[src/design/soc_bus_pkg.sv]
package soc_bus_pkg;

  // ####################
  // bus sizes
  // ####################
  localparam int addr_w = 32;
  localparam int data_w = 32;
  localparam int strb_w = 4;
  localparam int byte_w = 8;

  // ####################
  // address map
  // ####################
  localparam logic [addr_w-1:0] sram_base  = 32'h8000_0000;
  localparam logic [addr_w-1:0] sram_mask  = 32'hf800_0000; // top five bits only
  localparam logic [addr_w-1:0] clint_base = 32'ha000_0048; // mtime lo, hi at +4
  localparam logic [addr_w-1:0] uart_base  = 32'ha000_03f8; // tx register

  localparam int sram_words = 256;
  localparam int sram_idx_w = $clog2(sram_words);

  localparam int mtime_w = 64;

  // uart fifo and pacing
  localparam int uart_fifo_depth = 4;
  localparam int uart_char_gap   = 8;
  localparam int uart_ptr_w      = $clog2(uart_fifo_depth);
  localparam int uart_cnt_w      = $clog2(uart_fifo_depth + 1);
  localparam int uart_gap_w      = $clog2(uart_char_gap);
  localparam logic [uart_gap_w-1:0] uart_gap_reload = uart_gap_w'(uart_char_gap - 1);

  // ####################
  // encodings
  // ####################
  typedef enum logic [1:0] {
    resp_okay   = 2'b00,
    resp_slverr = 2'b10,
    resp_decerr = 2'b11
  } resp_e;

  typedef enum logic [1:0] {
    tgt_sram,
    tgt_clint,
    tgt_uart,
    tgt_none
  } target_e;

  // ####################
  // channels
  // ####################
  typedef struct packed {
    logic [addr_w-1:0] addr;
    logic              valid;
  } ar_req_t;

  typedef struct packed {
    logic [data_w-1:0] data;
    resp_e             resp;
    logic              valid;
  } r_rsp_t;

  // address and data travel together
  typedef struct packed {
    logic [addr_w-1:0] addr;
    logic [data_w-1:0] data;
    logic [strb_w-1:0] strb;
    logic              valid;
  } aw_w_req_t;

  typedef struct packed {
    resp_e resp;
    logic  valid;
  } b_rsp_t;

  typedef struct packed {
    logic [byte_w-1:0] data;
    logic              valid;
  } char_t;

endpackage

[src/design/clint_timer.sv]
`timescale 1ns/10ps

module clint_timer (
  input  logic                 clk,
  input  logic                 rstn,
  input  soc_bus_pkg::ar_req_t ar,
  output logic                 ar_ready,
  output soc_bus_pkg::r_rsp_t  r,
  input  logic                 r_ready
);

  logic [soc_bus_pkg::mtime_w-1:0] mtime;
  logic [soc_bus_pkg::data_w-1:0]  rdata_q;
  logic                            r_valid_q;

  assign ar_ready = !r_valid_q;

  // free-running cycle counter
  always_ff @(posedge clk) begin
    if (rstn) begin
      mtime <= '0;
    end else begin
      mtime <= mtime + 1'b1;
    end
  end

  // addr bit 2 picks the high word
  always_ff @(posedge clk) begin
    if (ar.valid && ar_ready) begin
      rdata_q <= ar.addr[2] ? mtime[soc_bus_pkg::mtime_w-1:soc_bus_pkg::data_w]
                            : mtime[soc_bus_pkg::data_w-1:0];
    end
  end

  always_ff @(posedge clk) begin
    if (rstn) begin
      r_valid_q <= 1'b0;
    end else if (ar.valid && ar_ready) begin
      r_valid_q <= 1'b1;
    end else if (r_valid_q && r_ready) begin
      r_valid_q <= 1'b0;
    end
  end

  assign r = '{data: rdata_q, resp: soc_bus_pkg::resp_okay, valid: r_valid_q};

endmodule

[config.mk]
export PLATFORM = sky130hd
export DESIGN_NAME = clint_timer
export DESIGN_NICKNAME = d
export VERILOG_FILES = /design/src/design/soc_bus_pkg.sv /design/src/design/clint_timer.sv
export SDC_FILE = /design/constraint.sdc
export NUM_CORES = 1
export LEC_CHECK = 0
export BUFFER_PORTS_ARGS = -buffer_cell sky130_fd_sc_hd__buf_2
export CORE_MARGIN = 5
export CORE_UTILIZATION = 55
export CTS_CLUSTER_DIAMETER = 200
export DETAILED_ROUTE_END_ITERATION = 10
export PLACE_DENSITY = 0.85
export SYNTH_ARGS = -nofsm -noshare
export SYNTH_HDL_FRONTEND = slang
export SYNTH_SLANG_ARGS = --single-unit
[constraint.sdc]
create_clock -name clk -period 6.3 [get_ports clk]
set_input_delay 0 -clock clk [delete_from_list [all_inputs] [get_ports clk]]
set_output_delay 0 -clock clk [all_outputs]
set_load 0.05 [all_outputs]
==> results.toml <==
[floorplan]
die-area_um2 = 10330
die_w_um = 101.6
fp-row-count = 33
fp.coreArea_um2 = 8217
start_util_pct = 56.19
die_y_um = 101.6
pin_count = 72

[clock_network]
htreeDepth = 3
clock_latency_ns = 0.37
cts_root_buf = "clkbuf_8"
cts_tree = "built"
cts-buffers-inserted = 9
cts_resized = 0
clock_sinks = 97
clockBufferDepth = 2
clk_pin_slew_worst_paths_ns = 0.09
hold_buffers = 2
post_cts_buffers = 0

[detailed_routing]
wl_met2_mm = 5.281
vias_per_cell = 6.051
drt-met1-wl_mm = 4.582
antenna_left = 0
highest_layer = "met4"
vias = 3679
first_pass_iters = 6
drt-total-wl_mm = 10.60
met3_length_um = 555
first_iter_violations = 293
wl_per_cell_um = 17.43
drc_errors = 0

[hold_path]
hold_depth = 3
min_path_type = "in -> reg"

[worst_setup_path]
critPathMaxFanout = 12
crit_type = "reg -> reg"
arrival_ns = 3.26
reg2regPathDepth = 6
cp-end-kind = "flip-flop"
cp-start-kind = "flip-flop"
cp.required_ns = 6.60

[synth]
synth.cells.most_frequent = "dfxtp_1 (65), nor2_1 (55), nand4_1 (34), mux2_2 (33), edfxtp_1 (32)"
ys_ff_latch = 97
yosysSeqAreaShare_pct = 49.00
yosysWarnings = 0
synth_top_area_share_pct = 28.18
synthArstFlopShare_pct = 0
synth_area_per_cell_um2 = 9.972
syn_area_um2 = 4617
yosys-top-cells-area = "dfxtp_1 (28%), edfxtp_1 (21%), mux2_2 (8.0%)"
synth.largest_area_cell = "dfxtp_1"
yosysMostFrequentCell = "dfxtp_1"
synth.distinct_cells = 45
synth_cells = 463
synth_edf_count = 32
synth_flop_cell = "dfxtp_1"

[global_route]
grt_pass1_wl_mm = 17.08
overflow = 0
grt_max_degree = 70
grt_pass1_vias = 3548
grtUsageTotal_pct = 21.18
antenna_found_initial = 0

[sta]
finalWorstSetupSlack_ns = 3.340
fin_crit_ns = 2.960
setup_tns_ns = 0
tightest_slew_ns = 1.265
max_freq_mhz = 337.8
setup_viol = 0
rsz0062_at_grt = "no"
slew_headroom_pct = 14.89
finalMaxSlewViolations = 0
hold_viol = 0
timing.final.crit_share_pct = 46.99
skew_ns = 0.007551

[placed_design]
place_inst = 590
routabilityCongestion = 0.9138
pre_cts_ws_ns = 3.412
io_buffers = 38
hpwl_mm = 7.387
postPlaceCellArea_um2 = 4852

[power_and_ir_drop]
ir_worst_vdd_uv = 122.5
switching_power_uw = 279.8
power_mw = 1.097
swShare_pct = 25.50
leakage_nw = 1.732
p_int_uw = 817.3
comb_power_share_pct = 7.5
p_clk_share_pct = 32.1
p_per_area_nw_per_um2 = 217.8
power_frac_seq_pct = 60.4

[run]
cap_violations = 0

[finish]
area_growth_syn_to_layout_pct = 9.106
final_cells = 608
final_cell_area_um2 = 5037
insertedDiodeCount = 0
drive_above_1_share_pct = 20.08
fin_nets = 535

[status]
status = "complete, no violations"
[metrics by stage]
step | hold slack [ns] | utilization [%]
floorplan | 0.09888 | -
global placement | 0.1840 | 59.05
detailed placement | 0.1960 | 59.05
CTS | 0.2537 | 61.31
global route | 0.2821 | 61.31
finish | 0.2653 | 61.31
[placed cells by master, fill, tap and decap left out, drive strengths merged, types with 21 or more instances in the layout]
cell,count
dfxtp,65
nor2,55
buf,40
nand4,36
mux2,33
edfxtp,32
nand2,27
nand3,26
a21oi,22
xor2,21
[cell families (layout without fill, tap and decap cells)]
group	Yosys count	after routing	synth area share (%)
DFF	97	97	49.00
buffers and inverters	29	68	3.144
xor gates and xnor gates	36	36	6.829
adders and majority gates	1	1	0.2710
other	1	2	0.08122
and+or+nand+nor	219	219	26.88
AOI/OAI and AO/OA	47	47	5.746
muxes	33	33	8.049
[power groups by stage]
stage | logic, mW | clock network (mW) | registers (mW)
2_1_floorplan | 0.0295 | 0 | 0.714
3_3_place_gp | 0.0810 | 0 | 0.677
3_5_place_dp | 0.0819 | 0 | 0.677
4_1_cts | 0.0831 | 0.357 | 0.663
5_1_grt | 0.0868 | 0.383 | 0.664
6_report | 0.0824 | 0.352 | 0.663
[worst max-delay path, stage by stage (launching register included)]
cell and delay [ns]:
dfxtp_1 0.45, ha_1 0.26, nand4_1 0.24, nor4_4 0.62, nand4_1 0.54, or4_1 0.64, a21oi_1 0.14
[sequential cells by signal, summed over array words and instances, names as in the netlist]
name and count:
mtime 64, rdata_q 32, r_valid_q 1
[metal layers]
| layer | vias up | track usage (%) |
|---|---|---|
| met3 | 17 | 3.650 |
| met2 | 129 | 34.81 |
| li1 | 1772 | - |
| met4 | 0 | 9.918 |
| met5 | - | 0 |
| met1 | 1761 | 27.17 |
[area by class of cell]
class	count	area, um^2
fill	674	3179
sequential	97	2262
tap	105	131.4
multi-input combinational	338	2216
timing repair buffer	42	225.2
inverter	10	37.54
clock buffer	12	135.1
clock inverter	4	30.03
[worst paths after layout]
| kind | startpoint | end | slack (ns) |
|---|---|---|---|
| worst max-delay path | mtime[0]$_SDFF_PP0_ | mtime[56]$_SDFF_PP0_ | 3.34 |
| worst min-delay path | rstn | mtime[29]$_SDFF_PP0_ | 0.27 |
| worst max register to register | mtime[0]$_SDFF_PP0_ | mtime[56]$_SDFF_PP0_ | 3.34 |
| worst min register to register | mtime[56]$_SDFF_PP0_ | mtime[56]$_SDFF_PP0_ | 0.51 |
Power figures use the tool's default switching activity.
