File: config.mk
export PLATFORM = sky130hd
export DESIGN_NAME = uart_tx_port
export DESIGN_NICKNAME = d
export VERILOG_FILES = /design/src/design/soc_bus_pkg.sv /design/src/design/uart_tx_port.sv
export SDC_FILE = /design/constraint.sdc
export NUM_CORES = 1
export LEC_CHECK = 0
export BUFFER_PORTS_ARGS = -buffer_cell sky130_fd_sc_hd__buf_2
export CAP_MARGIN = 20
export CORE_UTILIZATION = 43
export CTS_BUF_LIST = sky130_fd_sc_hd__clkbuf_8 sky130_fd_sc_hd__clkbuf_16
export DETAILED_ROUTE_END_ITERATION = 8
export PLACE_DENSITY = 0.71
export SYNTH_ARGS = -nofsm -noshare
export SYNTH_HDL_FRONTEND = slang
export SYNTH_SLANG_ARGS = --single-unit
export TNS_END_PERCENT = 20
File: constraint.sdc
create_clock -name clk -period 2.05 [get_ports clk]
set_input_delay 0.41 -clock clk [delete_from_list [all_inputs] [get_ports clk]]
set_output_delay 0.41 -clock clk [all_outputs]
set_load 0.02 [all_outputs]
File: src/design/soc_bus_pkg.sv
package soc_bus_pkg;

  // ####################
  // bus sizes
  // ####################
  localparam int addr_w = 32;
  localparam int data_w = 32;
  localparam int strb_w = 4;
  localparam int byte_w = 8;

  // ####################
  // address map
  // ####################
  localparam logic [addr_w-1:0] sram_base  = 32'h8000_0000;
  localparam logic [addr_w-1:0] sram_mask  = 32'hf800_0000; // top five bits only
  localparam logic [addr_w-1:0] clint_base = 32'ha000_0048; // mtime lo, hi at +4
  localparam logic [addr_w-1:0] uart_base  = 32'ha000_03f8; // tx register

  localparam int sram_words = 256;
  localparam int sram_idx_w = $clog2(sram_words);

  localparam int mtime_w = 64;

  // uart fifo and pacing
  localparam int uart_fifo_depth = 4;
  localparam int uart_char_gap   = 8;
  localparam int uart_ptr_w      = $clog2(uart_fifo_depth);
  localparam int uart_cnt_w      = $clog2(uart_fifo_depth + 1);
  localparam int uart_gap_w      = $clog2(uart_char_gap);
  localparam logic [uart_gap_w-1:0] uart_gap_reload = uart_gap_w'(uart_char_gap - 1);

  // ####################
  // encodings
  // ####################
  typedef enum logic [1:0] {
    resp_okay   = 2'b00,
    resp_slverr = 2'b10,
    resp_decerr = 2'b11
  } resp_e;

  typedef enum logic [1:0] {
    tgt_sram,
    tgt_clint,
    tgt_uart,
    tgt_none
  } target_e;

  // ####################
  // channels
  // ####################
  typedef struct packed {
    logic [addr_w-1:0] addr;
    logic              valid;
  } ar_req_t;

  typedef struct packed {
    logic [data_w-1:0] data;
    resp_e             resp;
    logic              valid;
  } r_rsp_t;

  // address and data travel together
  typedef struct packed {
    logic [addr_w-1:0] addr;
    logic [data_w-1:0] data;
    logic [strb_w-1:0] strb;
    logic              valid;
  } aw_w_req_t;

  typedef struct packed {
    resp_e resp;
    logic  valid;
  } b_rsp_t;

  typedef struct packed {
    logic [byte_w-1:0] data;
    logic              valid;
  } char_t;

endpackage

File: src/design/uart_tx_port.sv
`timescale 1ns/10ps

module uart_tx_port (
  input  logic                   clk,
  input  logic                   rstn,
  input  soc_bus_pkg::aw_w_req_t aw_w,
  output logic                   aw_w_ready,
  output soc_bus_pkg::b_rsp_t    b,
  input  logic                   b_ready,
  output soc_bus_pkg::char_t     char_out
);

  logic [soc_bus_pkg::byte_w-1:0]     fifo [soc_bus_pkg::uart_fifo_depth];
  logic [soc_bus_pkg::uart_ptr_w-1:0] wr_ptr;
  logic [soc_bus_pkg::uart_ptr_w-1:0] rd_ptr;
  logic [soc_bus_pkg::uart_cnt_w-1:0] count;
  logic [soc_bus_pkg::uart_gap_w-1:0] gap_cnt;
  logic                               full;
  logic                               accept;
  logic                               push;
  logic                               pop;
  logic                               b_valid_q;
  logic [soc_bus_pkg::byte_w-1:0]     char_q;
  logic                               char_valid_q;

  assign full       = (count == soc_bus_pkg::uart_fifo_depth);
  assign aw_w_ready = !b_valid_q && !full; // stall writer when fifo full
  assign accept     = aw_w.valid && aw_w_ready;
  assign push       = accept && aw_w.strb[0]; // only byte 0 carries a char
  assign pop        = (count != '0) && (gap_cnt == '0);

  // ####################
  // fifo storage
  // ####################
  always_ff @(posedge clk) begin
    if (push) begin
      fifo[wr_ptr] <= aw_w.data[soc_bus_pkg::byte_w-1:0];
    end
    if (pop) begin
      char_q <= fifo[rd_ptr];
    end
  end

  always_ff @(posedge clk) begin
    if (rstn) begin
      wr_ptr       <= '0;
      rd_ptr       <= '0;
      count        <= '0;
      gap_cnt      <= '0;
      char_valid_q <= 1'b0;
      b_valid_q    <= 1'b0;
    end else begin
      if (push) begin
        wr_ptr <= wr_ptr + 1'b1;
      end
      if (pop) begin
        rd_ptr <= rd_ptr + 1'b1;
      end
      if (push && !pop) begin
        count <= count + 1'b1;
      end else if (pop && !push) begin
        count <= count - 1'b1;
      end
      // drain pacing
      if (pop) begin
        gap_cnt <= soc_bus_pkg::uart_gap_reload;
      end else if (gap_cnt != '0) begin
        gap_cnt <= gap_cnt - 1'b1;
      end
      char_valid_q <= pop; // single-cycle pulse
      if (accept) begin
        b_valid_q <= 1'b1;
      end else if (b_valid_q && b_ready) begin
        b_valid_q <= 1'b0;
      end
    end
  end

  assign b        = '{resp: soc_bus_pkg::resp_okay, valid: b_valid_q};
  assign char_out = '{data: char_q, valid: char_valid_q};

  a_no_push_full: assert property (@(posedge clk) disable iff (rstn)
    push |-> count < soc_bus_pkg::uart_fifo_depth);

endmodule

==> qor.yml, run 1 <==
port_buffers: 23
wl_per_cell_um: 15.2
n_fill_cell: 433
report.power.total_uw: 2940
grt_usage_pct: 14.9
io_pins: 85
crit_path_start_kind: "flip-flop"
post-route-util_pct: 52.6
synth_top_family_by_area: "multiplexers"
max_cap_viol_count: 0
nNetsFinal: 243
rsz0062_at_grt: "true"
drt-met1-wl_um: 1420
num_rows: 25
clock_skew_ns: 0.0106
status: "finished, final reports clean"
power_density_nw_per_um2: 1180
layout_commonest_cell: "edfxtp_1"
setup_violations: 0
report.final.slew_viol_count: 0
async_reset_ff_share_pct: 0
synth-compound-area-share_pct: 3.11
crit_chain: "or3_4, nand2_4, ha_4, inv_1, fa_2, xor2_1, or3_1, a21oi_2"
ant_nets: 0
dp.cells: 220
critical_path_class: "flip-flop to flip-flop"
cts.sinks: 52
p_leak_uw: 0.000926
synthesis.area_um2: 2130
cts_tree: "done"
synth_fa_ha_area_share_pct: 5.05
final-hold-violation-count: 0
yosysWarnings: 0
muxShareOfSynthArea_pct: 11.3
hold_path_class: "input port to flip-flop"
grt_pass1_vias: 1179
gp_congestion: 0.702
cpPeakStageDelay_ns: 0.41
critPathRequiredTime_ns: 2.29
num_vias: 1146
synth-edff-count: 40
drive_gt1_share_pct: 33.5
layout_common_cells: "40 x edfxtp_1, 23 x buf_2, 11 x buf_4, 8 x mux4_1, 8 x dfxtp_1"
core_area_um2: 4750
design_area_um2: 2500
clk_pin_slew_ns: 0.10
ys_types: 32
dpl-instance-area_um2: 2360
dieArea_um2: 5240
arrival_ns: 2.29
grt_pass1_wl_um: 5630
dp_worst_setup_slack_ns: -0.113
ys_ff_latch: 52
setup_ws_ns: 0.00333
numCtsBuffers: 5
fin_cells: 231
ys_seq_area_share_pct: 67.6
dp_hpwl_um: 2430
gr-total-overflow: 0
synth_xor_area_share_pct: 0.822
clockRootBuffer: "clkbuf_8"
fp.dieW_um: 72.4
antenna_found_initial: 0
route.detailed.vias_per_inst: 4.96
area_growth_pct: 17.3
netlist_instances: 128
cts_hold_buffers: 0
grt_max_degree: 19
wl_met3_um: 132
start_util_pct: 44.8
drtIter0Drc: 59
diodes: 0
wl_met2_um: 1900
die_h_um: 72.4
dr.pass1.iters: 4
crit_family: "simple AND/OR/NAND/NOR gates"
crit_buf_inv: 1
drc: 0
routed_wirelength_um: 3510
h-tree-depth: 2
crit_path_end_kind: "flip-flop"
synth_ff_type: "edfxtp_1"
cp_slowest_cell: "or3_4"
synth_area_per_cell_um2: 16.6
timing.fmax_mhz: 489
top_layer_used: "met4"
post-route-min-period_ns: 2.05
synth_simple_gate_area_share_pct: 8.16
ir_worst_vdd_mv: 0.654
cp_max_fo: 3
cts_buffer_depth: 2
insertion_delay_ns: 0.32
post-route-period-util_pct: 99.8
## cells in the mapped netlist, drive strengths merged, types with 4 or more instances
cell | instances | area share (%)
inv | 7 | 1.4
and2 | 4 | 1.2
dfxtp | 12 | 11
a21oi | 5 | 1.2
nor3 | 4 | 1.5
nand2b | 5 | 1.5
nor2 | 7 | 1.2
ha | 7 | 4.1
mux4 | 8 | 9.9
buf | 5 | 1.9
edfxtp | 40 | 56
## layer usage
layer	up-vias	GRT usage (%)
met5	-	0
met4	0	6.97
met3	5	5.00
met2	21	25.6
met1	576	16.7
li1	544	-
## sequential cells by signal, summed over array words and instances (netlist names)
signal / flops
char_q: 8
count: 3
fifo: 32
rd_ptr: 2
gap_cnt: 3
wr_ptr: 2
char_valid_q: 1
b_valid_q: 1
## report_power, final
part / switching, µW / total (µW) / internal [µW]
logic: 483 / 923 / 440
clock network: 355 / 604 / 249
registers: 93.1 / 1410 / 1320
## cell families after synthesis
kind of cell,Yosys count
flops,52
simple gates,29
buf+inv,14
compound gates,11
mux,11
fa+ha+maj,8
xor+xnor,2
other cells,1
## area by class of cell
class | count | area, µm² | share of cell area (%)
clock buffer | 5 | 68.8 | 2.75
clock inverter | 3 | 25.0 | 1.00
inverter | 7 | 28.8 | 1.15
multi-input combinational | 63 | 648 | 25.9
sequential | 52 | 1450 | 57.9
tap | 67 | 83.8 | 3.36
timing repair buffer | 34 | 198 | 7.91
## per-stage QoR
step                      TNS (ns)  hold slack, ns
after CTS                        0           0.300
after detailed placement    -0.113           0.522
after global placement           0           0.478
after floorplan                  0           0.443
after global routing       -0.0846           0.296
final                            0           0.306
## what timing repair did
item,in CTS,in global routing
gates resized for setup,5,3
setup buffers,3,0
setup endpoints to repair,1,1
pin swaps,4,1
hold endpoints to repair,0,0
## path summary, 6_finish.rpt
check                        start                     to  slack, ns  cells past startpoint
max          count[1]$_SDFFE_PP0P_  count[2]$_SDFFE_PP0P_      0.003                      8
min                        aw_w[9]   fifo[3][4]$_DFFE_PP_       0.31                      1
max reg2reg  count[1]$_SDFFE_PP0P_  count[2]$_SDFFE_PP0P_      0.003                      8
min reg2reg  count[2]$_SDFFE_PP0P_  count[2]$_SDFFE_PP0P_       0.53                      2
Note: power is estimated with default switching activity, not from simulation.
==> run 2: changes to the inputs <==
==> constraint.sdc (replaced) <==
create_clock -name clk -period 2.05 [get_ports clk]
set_input_delay 0.205 -clock clk [delete_from_list [all_inputs] [get_ports clk]]
set_output_delay 0.205 -clock clk [all_outputs]
set_load 0.02 [all_outputs]
==> run 2 against run 1 <==
Compared with the run above:
- die area is the same
- non-clock buffer count shrank 1
- fmax grew 0.11%
- count of clock-buffer cells in the layout is the same
- critical endpoint unchanged
==> qor.yml, run 2 (synthesized netlist as in run 1, its figures left out) <==
status: "finished, final reports clean"
dr.pass1.iters: 4  # unchanged
whs_path_depth: 1  # unchanged
grt_max_degree: 18  # -1
numCtsBuffers: 5  # unchanged
cts_hold_buffers: 0  # unchanged
port_buffers: 23  # unchanged
rsz0062_at_grt: "true"
dp_worst_setup_slack_ns: -0.0886  # +0.0249 ns
rr_worst_depth: 8  # unchanged
timing.fmax_mhz: 489  # +0.11%
start_util_pct: 44.8  # unchanged
setup_violations: 0  # unchanged
grt_pass1_wl_um: 5250  # -6.7%
report.power.total_uw: 2920  # -0.65%
largest_reg_flops: 32  # unchanged
seq_power_share_pct: 48.2  # about the same
cts_tree: "done"
clockRootBuffer: "clkbuf_8"
io_pins: 85  # unchanged
hp-start: "aw_w[9]"
p_leak_uw: 0.000920  # -0.60%
clock_skew_ns: 0.00886  # -0.00176 ns
num_rows: 25  # unchanged
clk_pin_slew_ns: 0.10  # about the same
core_area_um2: 4750  # unchanged
drtIter0Drc: 29  # -51%
critPathRequiredTime_ns: 2.28  # about the same
insertion_delay_ns: 0.30  # -0.02 ns
grt_usage_pct: 13.8  # -1.1 points
r2r-start: "count[2]$_SDFFE_PP0P_"
gp_congestion: 0.702  # about the same
clock_power_share_pct: 19.5  # -1.0 points
arrival_ns: 2.27  # -0.02 ns
hold_path_class: "input port to flip-flop"
layout_commonest_cell: "edfxtp_1"
cts_buffer_depth: 2  # unchanged
power_density_nw_per_um2: 1170  # -0.55%
final-hold-violation-count: 0  # unchanged
combPwrFrac_pct: 32.2  # +0.8 points
route.detailed.vias_per_inst: 4.93  # -0.53%
crit_path_start_kind: "flip-flop"
wl_per_cell_um: 15.1  # -0.82%
fp.dieW_um: 72.4  # unchanged
h-tree-depth: 2  # unchanged
post-route-period-util_pct: 99.7  # -0.11 points
post-route-min-period_ns: 2.04  # -0.00232 ns
critical_path_class: "flip-flop to flip-flop"
reg.largest.list: "fifo x32, char_q x8"
crit_path_end_kind: "flip-flop"
largest_register: "fifo"
max_cap_viol_count: 0  # unchanged
design_area_um2: 2500  # -0.10%
min_to: "fifo[3][4]$_DFFE_PP_"
whs_ns: 0.116  # -0.190 ns
report.final.slew_viol_count: 0  # unchanged
setup_ws_ns: 0.00564  # +0.00232 ns
area_growth_pct: 17.1
dp.cells: 219  # -0.45%
layout_common_cells: "40 x edfxtp_1, 23 x buf_2, 10 x buf_4, 9 x dfxtp_1, 8 x mux4_1"
dp_hpwl_um: 2390  # -1.9%
fin_cells: 230  # -0.43%
routed_wirelength_um: 3470  # -1.3%
intPower_uw: 2010  # +0.20%
cp_max_fo: 4  # +1
antenna_found_initial: 0  # unchanged
p_sw_share_pct: 31.1  # -0.58 points
power.switching_uw: 908  # -2.5%
r2r_setup_slack_ns: 0.006  # about the same
grt_pass1_vias: 1112  # -5.7%
r2r_end: "count[2]$_SDFFE_PP0P_"
gr-total-overflow: 0  # unchanged
drc: 0  # unchanged
cts.sinks: 52  # unchanged
drive_gt1_share_pct: 33.7  # +0.21 points
die_h_um: 72.4  # unchanged
ant_nets: 0  # unchanged
ir_worst_vdd_mv: 0.554  # -15%
diodes: 0  # unchanged
dpl-instance-area_um2: 2350  # -0.32%
num_vias: 1135  # -0.96%
nNetsFinal: 242  # -0.41%
dieArea_um2: 5240  # unchanged
-- run 2: worst max path at each step --
stage | start | cells after the start | end | slack [ns]
2_1_floorplan | count[1]$_SDFFE_PP0P_ | 8 | count[2]$_SDFFE_PP0P_ | 0.007
3_3_place_gp | gap_cnt[0]$_SDFFE_PP0P_ | 10 | count[2]$_SDFFE_PP0P_ | 0.01
3_5_place_dp | gap_cnt[1]$_SDFFE_PP0P_ | 10 | count[2]$_SDFFE_PP0P_ | -0.09
4_1_cts | count[2]$_SDFFE_PP0P_ | 8 | count[2]$_SDFFE_PP0P_ | 0.009
5_1_grt | count[2]$_SDFFE_PP0P_ | 8 | count[2]$_SDFFE_PP0P_ | -0.07
6_report | count[2]$_SDFFE_PP0P_ | 8 | count[2]$_SDFFE_PP0P_ | 0.006
-- run 2: final cells by class --
class | count | area [µm²]
clock buffer | 5 | 68.8
timing repair buffer | 33 | 190
clock inverter | 3 | 23.8
inverter | 7 | 28.8
sequential | 52 | 1450
tap | 67 | 83.8
fill | 438 | 2260
multi-input combinational | 63 | 656
-- run 2: timing repair --
action | 4_1_cts | 5_1_grt
endpoints found under the setup margin | 1 | 1
pin swaps | 1 | 2
buffers inserted | 0 | 3
resized for setup | 6 | 4
-- run 2: per-layer routing --
layer / GRT usage (%) / part of all wire, %
met5: 0 / 0
met4: 4.58 / 1.3
met3: 3.47 / 3.2
met2: 23.8 / 53
met1: 16.9 / 42
-- run 2: power groups by stage --
stage	clock (µW)	sequential, µW	combinational [µW]
after detailed placement	0	1430	844
after global routing	632	1430	1020
after global placement	0	1420	793
final	570	1410	942
after CTS	585	1410	875
after floorplan	0	1480	546
-- run 2: through the flow --
stage          util (%)  TNS, ns
2_1_floorplan         -        0
3_3_place_gp       49.4        0
3_5_place_dp       49.4  -0.0886
4_1_cts            51.8        0
5_1_grt            52.5  -0.0740
6_report           52.5        0
-- run 2: worst max-delay path, cell delays in order (launching register included) --
cell,delay (ns)
dfxtp_2,0.34
or3_4,0.40
nand2_4,0.09
ha_4,0.13
inv_2,0.04
fa_2,0.33
xor2_1,0.17
or3_1,0.34
a21oi_2,0.13
