==> src/design/soc_bus_pkg.sv <==
package soc_bus_pkg;

  // ####################
  // bus sizes
  // ####################
  localparam int addr_w = 32;
  localparam int data_w = 32;
  localparam int strb_w = 4;
  localparam int byte_w = 8;

  // ####################
  // address map
  // ####################
  localparam logic [addr_w-1:0] sram_base  = 32'h8000_0000;
  localparam logic [addr_w-1:0] sram_mask  = 32'hf800_0000; // top five bits only
  localparam logic [addr_w-1:0] clint_base = 32'ha000_0048; // mtime lo, hi at +4
  localparam logic [addr_w-1:0] uart_base  = 32'ha000_03f8; // tx register

  localparam int sram_words = 256;
  localparam int sram_idx_w = $clog2(sram_words);

  localparam int mtime_w = 64;

  // uart fifo and pacing
  localparam int uart_fifo_depth = 4;
  localparam int uart_char_gap   = 8;
  localparam int uart_ptr_w      = $clog2(uart_fifo_depth);
  localparam int uart_cnt_w      = $clog2(uart_fifo_depth + 1);
  localparam int uart_gap_w      = $clog2(uart_char_gap);
  localparam logic [uart_gap_w-1:0] uart_gap_reload = uart_gap_w'(uart_char_gap - 1);

  // ####################
  // encodings
  // ####################
  typedef enum logic [1:0] {
    resp_okay   = 2'b00,
    resp_slverr = 2'b10,
    resp_decerr = 2'b11
  } resp_e;

  typedef enum logic [1:0] {
    tgt_sram,
    tgt_clint,
    tgt_uart,
    tgt_none
  } target_e;

  // ####################
  // channels
  // ####################
  typedef struct packed {
    logic [addr_w-1:0] addr;
    logic              valid;
  } ar_req_t;

  typedef struct packed {
    logic [data_w-1:0] data;
    resp_e             resp;
    logic              valid;
  } r_rsp_t;

  // address and data travel together
  typedef struct packed {
    logic [addr_w-1:0] addr;
    logic [data_w-1:0] data;
    logic [strb_w-1:0] strb;
    logic              valid;
  } aw_w_req_t;

  typedef struct packed {
    resp_e resp;
    logic  valid;
  } b_rsp_t;

  typedef struct packed {
    logic [byte_w-1:0] data;
    logic              valid;
  } char_t;

endpackage

==> src/design/axi_xbar.sv <==
`timescale 1ns/10ps

module axi_xbar (
  input  logic                   clk,
  input  logic                   rstn,
  // manager side
  input  soc_bus_pkg::ar_req_t   m_ar,
  output logic                   m_ar_ready,
  output soc_bus_pkg::r_rsp_t    m_r,
  input  logic                   m_r_ready,
  input  soc_bus_pkg::aw_w_req_t m_aw_w,
  output logic                   m_aw_w_ready,
  output soc_bus_pkg::b_rsp_t    m_b,
  input  logic                   m_b_ready,
  // read peripherals
  output soc_bus_pkg::ar_req_t   sram_ar,
  input  logic                   sram_ar_ready,
  input  soc_bus_pkg::r_rsp_t    sram_r,
  output logic                   sram_r_ready,
  output soc_bus_pkg::ar_req_t   clint_ar,
  input  logic                   clint_ar_ready,
  input  soc_bus_pkg::r_rsp_t    clint_r,
  output logic                   clint_r_ready,
  // write peripherals
  output soc_bus_pkg::aw_w_req_t sram_aw_w,
  input  logic                   sram_aw_w_ready,
  input  soc_bus_pkg::b_rsp_t    sram_b,
  output logic                   sram_b_ready,
  output soc_bus_pkg::aw_w_req_t uart_aw_w,
  input  logic                   uart_aw_w_ready,
  input  soc_bus_pkg::b_rsp_t    uart_b,
  output logic                   uart_b_ready
);

  function automatic soc_bus_pkg::target_e decode(
    input logic [soc_bus_pkg::addr_w-1:0] addr
  );
    soc_bus_pkg::target_e tgt;
    tgt = soc_bus_pkg::tgt_none;
    if ((addr & soc_bus_pkg::sram_mask) == soc_bus_pkg::sram_base) begin
      tgt = soc_bus_pkg::tgt_sram;
    end else if (addr[soc_bus_pkg::addr_w-1:3] ==
                 soc_bus_pkg::clint_base[soc_bus_pkg::addr_w-1:3]) begin
      tgt = soc_bus_pkg::tgt_clint; // whole 8-byte mtime region
    end else if (addr[soc_bus_pkg::addr_w-1:2] ==
                 soc_bus_pkg::uart_base[soc_bus_pkg::addr_w-1:2]) begin
      tgt = soc_bus_pkg::tgt_uart;
    end
    return tgt;
  endfunction

  soc_bus_pkg::target_e rd_dec;
  soc_bus_pkg::target_e rd_tgt;
  logic                 rd_busy;
  soc_bus_pkg::target_e wr_dec;
  soc_bus_pkg::target_e wr_tgt;
  logic                 wr_busy;

  // ####################
  // read path
  // ####################
  always_comb begin
    rd_dec = decode(m_ar.addr);
    if (rd_dec == soc_bus_pkg::tgt_uart) begin
      rd_dec = soc_bus_pkg::tgt_none; // tx port has no read side
    end
  end

  always_comb begin
    sram_ar        = m_ar;
    clint_ar       = m_ar;
    sram_ar.valid  = m_ar.valid && !rd_busy && (rd_dec == soc_bus_pkg::tgt_sram);
    clint_ar.valid = m_ar.valid && !rd_busy && (rd_dec == soc_bus_pkg::tgt_clint);
    case (rd_dec)
      soc_bus_pkg::tgt_sram:  m_ar_ready = !rd_busy && sram_ar_ready;
      soc_bus_pkg::tgt_clint: m_ar_ready = !rd_busy && clint_ar_ready;
      default:                m_ar_ready = !rd_busy; // decode error answered here
    endcase
  end

  always_comb begin
    sram_r_ready  = rd_busy && (rd_tgt == soc_bus_pkg::tgt_sram) && m_r_ready;
    clint_r_ready = rd_busy && (rd_tgt == soc_bus_pkg::tgt_clint) && m_r_ready;
    case (rd_tgt)
      soc_bus_pkg::tgt_sram:  m_r = sram_r;
      soc_bus_pkg::tgt_clint: m_r = clint_r;
      default: m_r = '{data: '0, resp: soc_bus_pkg::resp_decerr, valid: rd_busy};
    endcase
  end

  always_ff @(posedge clk) begin
    if (rstn) begin
      rd_busy <= 1'b0;
      rd_tgt  <= soc_bus_pkg::tgt_none;
    end else if (m_ar.valid && m_ar_ready) begin
      rd_busy <= 1'b1;
      rd_tgt  <= rd_dec;
    end else if (m_r.valid && m_r_ready) begin
      rd_busy <= 1'b0;
    end
  end

  // ####################
  // write path
  // ####################
  always_comb begin
    wr_dec = decode(m_aw_w.addr);
    if (wr_dec == soc_bus_pkg::tgt_clint) begin
      wr_dec = soc_bus_pkg::tgt_none; // timer is read only
    end
  end

  always_comb begin
    sram_aw_w       = m_aw_w;
    uart_aw_w       = m_aw_w;
    sram_aw_w.valid = m_aw_w.valid && !wr_busy && (wr_dec == soc_bus_pkg::tgt_sram);
    uart_aw_w.valid = m_aw_w.valid && !wr_busy && (wr_dec == soc_bus_pkg::tgt_uart);
    case (wr_dec)
      soc_bus_pkg::tgt_sram: m_aw_w_ready = !wr_busy && sram_aw_w_ready;
      soc_bus_pkg::tgt_uart: m_aw_w_ready = !wr_busy && uart_aw_w_ready;
      default:               m_aw_w_ready = !wr_busy;
    endcase
  end

  always_comb begin
    sram_b_ready = wr_busy && (wr_tgt == soc_bus_pkg::tgt_sram) && m_b_ready;
    uart_b_ready = wr_busy && (wr_tgt == soc_bus_pkg::tgt_uart) && m_b_ready;
    case (wr_tgt)
      soc_bus_pkg::tgt_sram: m_b = sram_b;
      soc_bus_pkg::tgt_uart: m_b = uart_b;
      default: m_b = '{resp: soc_bus_pkg::resp_decerr, valid: wr_busy};
    endcase
  end

  always_ff @(posedge clk) begin
    if (rstn) begin
      wr_busy <= 1'b0;
      wr_tgt  <= soc_bus_pkg::tgt_none;
    end else if (m_aw_w.valid && m_aw_w_ready) begin
      wr_busy <= 1'b1;
      wr_tgt  <= wr_dec;
    end else if (m_b.valid && m_b_ready) begin
      wr_busy <= 1'b0;
    end
  end

  // ####################
  // checks
  // ####################
  a_r_stable: assert property (@(posedge clk) disable iff (rstn)
    m_r.valid && !m_r_ready |=> $stable(m_r));

  // one read in flight until its response is taken
  a_rd_single: assert property (@(posedge clk) disable iff (rstn)
    m_ar.valid && m_ar_ready |=>
      !(sram_ar.valid || clint_ar.valid) until_with (m_r.valid && m_r_ready));

  a_wr_single: assert property (@(posedge clk) disable iff (rstn)
    m_aw_w.valid && m_aw_w_ready |=>
      !(sram_aw_w.valid || uart_aw_w.valid) until_with (m_b.valid && m_b_ready));

endmodule

==> config.mk <==
export PLATFORM = sky130hd
export DESIGN_NAME = axi_xbar
export DESIGN_NICKNAME = d
export VERILOG_FILES = /design/src/design/soc_bus_pkg.sv /design/src/design/axi_xbar.sv
export SDC_FILE = /design/constraint.sdc
export NUM_CORES = 1
export LEC_CHECK = 0
export ABC_CLOCK_PERIOD_IN_PS = 1780
export BUFFER_PORTS_ARGS = -buffer_cell sky130_fd_sc_hd__buf_4
export CAP_MARGIN = 20
export CORE_AREA = 2 2 169 171
export CTS_CLUSTER_SIZE = 12
export DETAILED_ROUTE_END_ITERATION = 16
export DIE_AREA = 0 0 171 173
export PLACE_DENSITY_LB_ADDON = 0.1
export SYNTH_ARGS = -nofsm -noshare
export SYNTH_HDL_FRONTEND = slang
export SYNTH_SLANG_ARGS = --single-unit
==> constraint.sdc <==
create_clock -name clk -period 1.78 [get_ports clk]
set_clock_uncertainty 0.15 [all_clocks]
set_input_delay 0.178 -clock clk [delete_from_list [all_inputs] [get_ports clk]]
set_output_delay 0.178 -clock clk [all_outputs]
set_load 0.005 [all_outputs]
==> results.md, run 1 <==
* Ys flop type: dfxtp_1
* Worst EP required at about 1.5 ns
* CP Max Fanout at 3
* Nets at 696
* Slew HR at 76.1%
* Fin crit period at 1.96 ns
* Fin crit share at 110%
* # IOs at 434
* Hold depth at 2
* Synth Area in XOR/XNOR at 0%
* Routed vias at about 2,700
* Port buffer count at 310
* FF-to-FF path depth at 5
* Initial drt markers at 34
* CP endpoint kind: output port
* Post-synth ARST share at 0%
* Mapped Avg Cell Area at 7.38 µm²
* Share of the synthesized area in the top cell type at 57.3%
* Slew @ Worst Pin at 0.349 ns
* Hold Vio Cnt, Final at 0
* Synth Area in Compound Gates at under 10%
* Final Power at 0.00134 W
* Core area at about 28,000 µm²
* Share of cells above drive strength 1 at 74.4%
* Maximum clock rate at 0.510 GHz
* Residual DRC at 0
* Non-Filler Instances at slightly below 900
* Placed Cells at 880
* Largest net degree at the start of global routing at 14
* CTS tree: done
* Std cell rows at 61
* Critical Path AT at 1.63 ns
* Pre-Repair DR Iteration Count at 4
* Reg-to-Reg End: rd_busy
* Worst-path cell chain: buf_4 -> or4b_4 -> nor4_4 -> nand4_2 -> nor2_1 -> nor3_1 -> buf_4
* Gp weighted congestion at 0.682
* Yosys top cell by area: buf_4
* CTS sink cnt at 6
* Fill cell count at ~3,200
* Power per cell area at around 300 nW/µm²
* DP HPWL at around 9.5 mm
* Hold Startpoint: rstn
* Critical path type: in -> out
* Worst Hold Class: in -> reg
* Global route total overflow at 0
* Ranking of synthesized cells by area: buf_4 (57%), mux2i_1 (14%), nor2_1 (6.6%), dfxtp_1 (4.6%), a211o_1 (1.3%)
* Multiplexer area fraction after synthesis at 13.8%
* Simple-gate share of the synthesized area at 18.6%
* Max stage delay cell, worst path: or4b_4
* Max clock buf depth at 2
* Number of max-cap violations at 0
* RSZ-0062 raised after global routing: yes
* Worst-path clk slew at 0.03 ns
* Peak supply drop at 0.205 mV
* Die ar. at 29,600 µm²
* Die width at 171 µm
* Most common cell type on the critical path: buf_4
* # diodes at 0
* First-pass GRT wire length at ~15 mm
* Vias in the first global route at around 2,800
* Area grow syn2layout at 69.8%
* WL/cell at 11.8 µm
* Insertion delay to the later sink of the worst-skew pair at 0.23 ns
* Clk Tree Root Cell: clkbuf_16
* WL final at 10.5 mm
* Cell variety after synth at 31
* Die height at 173 µm
* WP buf/inv at 2
* Cts hold-fix bufs at 0
* Number of flops mapped to enable cells by yosys at 0
* Largest stage delay, worst path at approximately 0.53 ns
* Status: finished with violations
* Hold Path End: rd_busy
* Syn nets at 541
* Violated checks: setup timing
* H-tree Lvls at 1
* Starting Density at 9.48%
* Initial antenna violation count at 0
* Setup WS post-layout at -0.180 ns
* TritonCTS Buffers at 3
* Yosys warns at 0
* Cell Area, Synth at 2620 µm²
* Critical path's top delay family: simple AND/OR/NAND/NOR gates
* Total Routing Usage GR at 6.30%
* Main combinational cell family by area after synthesis: buffers and inverters
* Stages on worst setup path at 7
* FF-to-FF setup slack at about 0.32 ns
* Antenna-violating nets left at 0
* R2r startpoint: rd_tgt[0]
* Mean number of vias per cell at approximately 3
* #FFs+latches synth at 6
* Post-Synth Adder-Cell Area at 0%
* Slew Limit Fails at 0
* Gate Count Post-Synth at 355
* Setup Viol. Count Final at 6
* Leakage at 2.42 nW
* Register area share after synthesis at 4.59%
* Critical Path Source Type: input port
* TNS Setup at -0.730 ns
==> through the flow <==
stage | hold WS (ns) | util (%) | area (µm²) | setup WS, ns
2_1_floorplan | 0.195 | - | 2620 | 0.0119
3_3_place_gp | 0.206 | 15.4 | 4240 | -0.293
3_5_place_dp | 0.206 | 15.4 | 4240 | -0.328
4_1_cts | 0.0471 | 16.0 | 4430 | -0.205
5_1_grt | 0.0552 | 16.1 | 4450 | -0.269
6_report | 0.0410 | 16.1 | 4450 | -0.180
==> cell usage in the layout, fill, tap and decap left out, types with 2 or more instances in the layout <==
cell type	instances
nor2b_1	5
nor4_1	3
buf_8	2
clkbuf_16	3
buf_4	349
nor3_1	5
nand2b_1	3
dfxtp_1	5
nand4_1	2
mux2i_1	36
or4b_4	2
nand2_1	9
a211o_1	4
o21ai_1	2
nor4_4	2
buf_6	8
a21oi_1	3
a221o_1	2
nor2_1	45
==> cell usage after synthesis, drive strengths merged (2+ instances only) <==
master,number
a211o,4
nor4bb,2
nand2b,3
or4,2
mux2i,36
or4b,2
nor2,46
nor2b,5
nor3,5
nor4b,2
a21oi,3
buf,206
nor4,6
o21ai,3
dfxtp,6
a221o,2
nand4,3
clkbuf,4
nand2,9
==> per-layer routing <==
metal	part of all wire, %	wire length (µm)	up-vias	GRT usage (%)
met3	11	1170	15	2.20
met1	31	3240	1174	5.50
met5	0	0	-	0
li1	-	-	1273	-
met2	57	5950	194	13.3
met4	1.3	138	0	1.38
==> report_power, final <==
group          internal, W  switching, W  total [W]
clock network     0.000288     0.0000693   0.000357
logic             0.000544      0.000282   0.000826
registers         0.000142     0.0000151   0.000157
==> worst max path at each step <==
stage / end / from
2_1_floorplan: wr_tgt[0] / m_aw_w[64]
3_3_place_gp: m_aw_w_ready / m_aw_w[64]
3_5_place_dp: rd_tgt[0] / m_ar[9]
4_1_cts: m_aw_w_ready / m_aw_w[64]
5_1_grt: m_aw_w_ready / m_aw_w[64]
6_report: m_aw_w_ready / m_aw_w[63]
==> state kept, by name (all words and copies together), names as in the netlist <==
name / flops
rd_tgt: 2
rd_busy: 1
wr_tgt: 2
wr_busy: 1
==> final cells by class <==
class	count	area, µm²	area share (%)
timing repair buffer	360	2760	62.1
multi-input combinational	139	1010	22.8
tap	378	473	10.6
sequential	6	124	2.79
clock buffer	3	75.1	1.69
==> cells by family (layout without fill, tap and decap cells) <==
| group | count (synthesis) | after routing |
|---|---|---|
| muxes | 36 | 36 |
| buffers and inverters | 210 | 363 |
| DFF | 6 | 6 |
| AOI/OAI and AO/OA | 14 | 14 |
| and+or+nand+nor | 89 | 89 |
==> timing repair <==
item	4_1_cts	5_1_grt
buffers inserted	3	1
resized for setup	18	5
setup endpoints to repair	23	11
pin swaps	6	4
Power figures use the tool's default switching activity.
==> inputs of run 2 (changes only) <==
==> constraint.sdc (replaced) <==
create_clock -name clk -period 1.78 [get_ports clk]
set_clock_uncertainty 0.15 [all_clocks]
set_input_delay 0 -clock clk [delete_from_list [all_inputs] [get_ports clk]]
set_output_delay 0 -clock clk [all_outputs]
set_load 0.005 [all_outputs]
==> results.md, run 2 (synthesized netlist as in run 1, its figures left out) <==
* Status: completed
* Critical Path AT at 1.54 ns (-0.09 ns)
* Area grow syn2layout at 74.3%
* # diodes at 0 (unchanged)
* Antenna-violating nets left at 0 (unchanged)
* Total Routing Usage GR at 6.38% (+0.086 points)
* Routed vias at 2,690 (+1.3%)
* Starting Density at 9.48% (unchanged)
* Nets at 704 (+1.1%)
* Fin crit share at 94.8% (-15 points)
* CTS tree: done
* WP buf/inv at 3 (+1)
* Share of power burned in the clock network at 26.0% (-0.6 points)
* Clk Tree Root Cell: clkbuf_16
* CP Max Fanout at 3 (unchanged)
* Most common cell type on the critical path: buf_6
* Gp weighted congestion at 0.681 (about the same)
* Flop pwr share at 11.3% (-0.4 points)
* WL final at 10.8 mm (+2.8%)
* Slew HR at 75.0% (-1.1 points)
* WL/cell at 12.1 µm (+1.9%)
* Global route total overflow at 0 (unchanged)
* Fill cell count at 3,194 (-0.28%)
* Max clock buf depth at 2 (unchanged)
* Power per cell area at 305 nW/µm² (+1.3%)
* Peak supply drop at 0.239 mV (+17%)
* Std cell rows at 61 (unchanged)
* Initial drt markers at 36 (+5.9%)
* Critical path's top delay family: simple AND/OR/NAND/NOR gates
* DP HPWL at 9.19 mm (-3.7%)
* Switch share at 29.0% (+1.7 points)
* Largest registers: rd_tgt: 2 flops, wr_tgt: 2 flops
* Mean number of vias per cell at 3.01 (+0.37%)
* Worst-path clk slew at 0.03 ns (about the same)
* Critical path type: in -> out
* Die ar. at 29,600 µm² (unchanged)
* Worst Hold Class: in -> reg
* CTS sink cnt at 6 (unchanged)
* Insertion delay to the later sink of the worst-skew pair at 0.23 ns (about the same)
* Leakage at 2.41 nW (-0.34%)
* Internal power at 0.000990 W (+1.6%)
* Number of max-cap violations at 0 (unchanged)
* Residual DRC at 0 (unchanged)
* Core area at 27,600 µm² (unchanged)
* Combinational cell fraction of total power at 62.6% (+1.0 points)
* Commonest cells after routing, fill and taps aside: buf_4 (318), dlygate4sd3_1 (46), nor2_1 (45)
* Slew Limit Fails at 0 (unchanged)
* Largest net degree at the start of global routing at 36 (+22)
* Maximum clock rate at 0.593 GHz (+16%)
* Hold WS at 0.0110 ns (-0.0301 ns)
* Share of cells above drive strength 1 at 65.7% (-8.7 points)
* Slew @ Worst Pin at 0.372 ns (+0.0231 ns)
* TNS Setup at 0 ns (+0.730 ns)
* H-tree Lvls at 1 (unchanged)
* Max stage delay cell, worst path: or4b_4
* TritonCTS Buffers at 3 (unchanged)
* Fin crit period at 1.69 ns (-0.273 ns)
* Initial antenna violation count at 0 (unchanged)
* Commonest non-fill, non-tap cell in the layout: buf_4
* Total net switching power at 0.000404 W (+10%)
* FF-to-FF setup slack at 0.38 ns (+0.06 ns)
* Largest stage delay, worst path at 0.57 ns (+0.04 ns)
* Critical Path Source Type: input port
* CP endpoint kind: output port
* Worst-path cell chain: buf_6 -> or4b_4 -> nor4_4 -> nand4_2 -> buf_6 -> nor2_4 -> nor3_2 -> buf_4
* First-pass GRT wire length at 14.5 mm (-1.1%)
* Vias in the first global route at 2,626 (-6.4%)
* Die height at 173 µm (unchanged)
* Die width at 171 µm (unchanged)
* Worst EP required at 1.63 ns (+0.18 ns)
* Port buffer count at 310 (unchanged)
* Hold Vio Cnt, Final at 0 (unchanged)
* Pre-Repair DR Iteration Count at 2 (-2)
* Setup Viol. Count Final at 0 (-6)
* # IOs at 434 (unchanged)
-- run 2: worst min-delay path, cell delays in order --
cell	delay, ns
buf_4	0.09
o211ai_2	0.12
a21oi_1	0.14
-- run 2: worst paths after layout --
path / from / endpoint / cells past startpoint
worst max-delay path: m_aw_w[67] / m_aw_w_ready / 8
worst min-delay path: clint_ar_ready / rd_busy / 3
worst max register to register: wr_busy / wr_tgt[0] / 4
worst min register to register: rd_busy / rd_busy / 2
-- run 2: power groups by stage --
| stage | sequential [W] | combinational, W | clock [W] |
|---|---|---|---|
| after floorplan | 0.000152 | 0.000490 | 0 |
| after global placement | 0.000162 | 0.000772 | 0 |
| after detailed placement | 0.000162 | 0.000765 | 0 |
| after CTS | 0.000160 | 0.000884 | 0.000374 |
| after global routing | 0.000161 | 0.000951 | 0.000381 |
| final | 0.000158 | 0.000873 | 0.000363 |
-- run 2: timing repair --
action,CTS,global route
resized for setup,1,9
setup buffers,1,0
endpoints found under the hold margin,88,0
hold buffers,46,0
endpoints found under the setup margin,2,2
pin swaps,2,3
cloned,0,0
-- run 2: routing by layer --
| layer | global-route usage (%) | vias to the layer above | part of all wire [%] |
|---|---|---|---|
| li1 | - | 1288 | - |
| met3 | 1.72 | 2 | 10 |
| met5 | 0 | - | 0 |
| met2 | 13.6 | 203 | 57 |
| met4 | 1.17 | 0 | 0.59 |
| met1 | 5.84 | 1197 | 32 |
-- run 2: per-stage QoR --
| step | instance area (µm²) | power, W | std cells | setup WS (ns) | utilization (%) |
|---|---|---|---|---|---|
| 2_1_floorplan | 2620 | 0.000643 | 355 | 0.190 | - |
| 3_3_place_gp | 3970 | 0.000934 | 844 | -0.0636 | 14.4 |
| 3_5_place_dp | 3970 | 0.000927 | 844 | -0.0910 | 14.4 |
| 4_1_cts | 4520 | 0.00142 | 894 | 0.0116 | 16.4 |
| 5_1_grt | 4570 | 0.00149 | 894 | -0.00147 | 16.5 |
| 6_report | 4570 | 0.00139 | 894 | 0.0924 | 16.5 |
-- run 2: final cells by class --
type | instances | area, µm² | area share (%)
timing repair buffer | 368 | 2900 | 63.6
clock buffer | 3 | 75.1 | 1.64
sequential | 6 | 121 | 2.66
multi-input combinational | 139 | 995 | 21.8
tap | 378 | 473 | 10.4
==> inputs of run 3 (changes only) <==
--- a/config.mk
+++ b/config.mk
@@ -9,6 +9,7 @@
 export BUFFER_PORTS_ARGS = -buffer_cell sky130_fd_sc_hd__buf_4
 export CAP_MARGIN = 20
 export CORE_AREA = 2 2 169 171
+export CTS_BUF_LIST = sky130_fd_sc_hd__clkbuf_2
 export CTS_CLUSTER_SIZE = 12
 export DETAILED_ROUTE_END_ITERATION = 16
 export DIE_AREA = 0 0 171 173
==> results.md, run 3 (synthesized netlist as in run 1, its figures left out) <==
* Status: completed
* # IOs at 434 (unchanged)
* Crit path launch: m_aw_w[67]
* Largest registers: rd_tgt: 2 flops, wr_tgt: 2 flops
* CTS sink cnt at 6 (unchanged)
* Final Power at 0.00113 W (-19%)
* Maximum clock rate at 0.596 GHz (+0.61%)
* H-tree Lvls at 1 (unchanged)
* Port buffer count at 310 (unchanged)
* Core area at 27,600 µm² (unchanged)
* Max clock buf depth at 2 (unchanged)
* Number of max-cap violations at 0 (unchanged)
* Initial antenna violation count at 1 (+1)
* Residual DRC at 0 (unchanged)
* Starting Density at 9.48% (unchanged)
* CTS tree: done
* Commonest cells after routing, fill and taps aside: buf_4 (318), dlygate4sd3_1 (47), nor2_1 (45)
* Slew @ Worst Pin at 0.372 ns (unchanged)
* Total net switching power at 0.000383 W (-5.2%)
* Combinational cell fraction of total power at 77.3% (+15 points)
* First-pass GRT wire length at 14.5 mm (+0.14%)
* Hold WS at 0.0203 ns (+0.00935 ns)
* Area grow syn2layout at 72.2%
* Design area at 4510 µm² (-1.2%)
* Die width at 171 µm (unchanged)
* CP endpoint kind: output port
* Share of cells above drive strength 1 at 65.6% (-0.13 points)
* Nets at 705 (+0.14%)
* Fin crit share at 94.2% (-0.57 points)
* Worst Hold Class: in -> out
* Switch share at 33.9% (+4.9 points)
* Critical Path Source Type: input port
* Non-Filler Instances at 896 (+0.22%)
* Antenna-violating nets left at 0 (unchanged)
* Flop pwr share at 13.9% (+2.6 points)
* Clk Tree Root Cell: clkbuf_2
* Commonest non-fill, non-tap cell in the layout: buf_4
* Std cell rows at 61 (unchanged)
* Insertion delay to the later sink of the worst-skew pair at 0.22 ns (about the same)
* Share of power burned in the clock network at 8.8% (-17 points)
* Largest net degree at the start of global routing at 36 (unchanged)
* Total Routing Usage GR at 6.38% (unchanged)
* Routed vias at 2,694 (+0.15%)
* Cell Area, Placed at 3970 µm² (unchanged)
* Die ar. at 29,600 µm² (unchanged)
* Max stage delay cell, worst path: or4b_4
* WL final at 10.8 mm (about the same)
* Gp weighted congestion at 0.681 (unchanged)
* CP endpoint: m_aw_w_ready
* Pre-Repair DR Iteration Count at 2 (unchanged)
* Initial drt markers at 32 (-11%)
* Die height at 173 µm (unchanged)
* Slew HR at 75.0% (unchanged)
* Leakage at 2.39 nW (-0.89%)
* Worst EP required at 1.63 ns (about the same)
* CP Max Fanout at 3 (unchanged)
* Critical Path AT at 1.53 ns (about the same)
* TritonCTS Buffers at 3 (unchanged)
* Worst-path cell chain: buf_6 -> or4b_4 -> nor4_4 -> nand4_2 -> buf_6 -> nor2_4 -> nor3_2 -> buf_4
* WL/cell at 12.0 µm (-0.19%)
* DP HPWL at 9.19 mm (unchanged)
* Placed Cells at 844 (unchanged)
* Final core utilization at 16.3% (-0.20 points)
* Setup Viol. Count Final at 0 (unchanged)
* Power per cell area at 250 nW/µm² (-18%)
* Most common cell type on the critical path: buf_6
* Internal power at 0.000747 W (-25%)
* Critical path type: in -> out
* Global route total overflow at 0 (unchanged)
* Peak supply drop at 0.0842 mV (-65%)
* Slew Limit Fails at 0 (unchanged)
* R2r startpoint: rd_tgt[0]
* Largest stage delay, worst path at 0.57 ns (about the same)
* Mean number of vias per cell at 3.01 (about the same)
* Vias in the first global route at 2,631 (+0.19%)
* FF-to-FF path depth at 5 (+1)
* FF-to-FF setup slack at 0.39 ns (about the same)
* Hold Vio Cnt, Final at 0 (unchanged)
* Reg-to-Reg End: rd_busy
* RSZ-0062 raised after global routing: no
* Fin crit period at 1.68 ns (-0.0102 ns)
run 3: cell types whose count changed in the layout (fill, tap and decap cells not counted):
cell and delta:
o21ai_4 -1, clkbuf_16 -3, diode_2 +1, clkbuf_2 +3
o21ai_2 +1, dlygate4sd3_1 +1
run 3: power by group through the flow:
stage / combinational (W) / clock [W] / sequential, W
floorplan: 0.000490 / 0 / 0.000152
global placement: 0.000772 / 0 / 0.000162
detailed placement: 0.000765 / 0 / 0.000162
CTS: 0.000886 / 0.000110 / 0.000159
global route: 0.000951 / 0.000113 / 0.000160
finish: 0.000873 / 0.0000995 / 0.000157
run 3: final cells by class:
| cell class | count | area [µm²] |
|---|---|---|
| antenna | 1 | 2.50 |
| tap | 378 | 473 |
| sequential | 6 | 121 |
| timing repair buffer | 369 | 2910 |
| fill | 3202 | 23100 |
| clock buffer | 3 | 15.0 |
| multi-input combinational | 139 | 987 |
run 3: through the flow:
stage | setup WS [ns] | TNS (ns)
2_1_floorplan | 0.190 | 0
3_3_place_gp | -0.0636 | -0.164
3_5_place_dp | -0.0910 | -0.339
4_1_cts | 0.0116 | 0
5_1_grt | 0.0000394 | 0
6_report | 0.103 | 0
run 3: worst min path at each step:
stage,from,endpoint,slack (ns),cells after the start
5_1_grt,m_aw_w[65],uart_aw_w[65],0.03,2
4_1_cts,m_ar[4],clint_ar[4],0.03,2
3_5_place_dp,m_ar[1],clint_ar[1],-0.15,0
2_1_floorplan,m_aw_w[66],sram_aw_w[0],-0.11,1
3_3_place_gp,m_ar[1],clint_ar[1],-0.15,0
6_report,m_aw_w[67],uart_aw_w[67],0.02,2
run 3: metal layers:
layer	part of all wire, %	GRT usage (%)
met5	0	0
met4	0.59	1.17
met3	9.9	1.72
met2	57	13.6
met1	32	5.84
run 3: repair_timing:
action                                  CTS  global route
hold endpoints to repair                 88             0
hold buffers                             47             0
setup buffers                             1             0
gates resized for setup                   1             8
endpoints found under the setup margin    2             2
pin swaps                                 2             3
run 3: worst max-delay path: cells and delay by family:
| family | cells | cell delay, ns |
|---|---|---|
| simple gates | 5 | 1.14 |
| buf+inv | 3 | 0.39 |
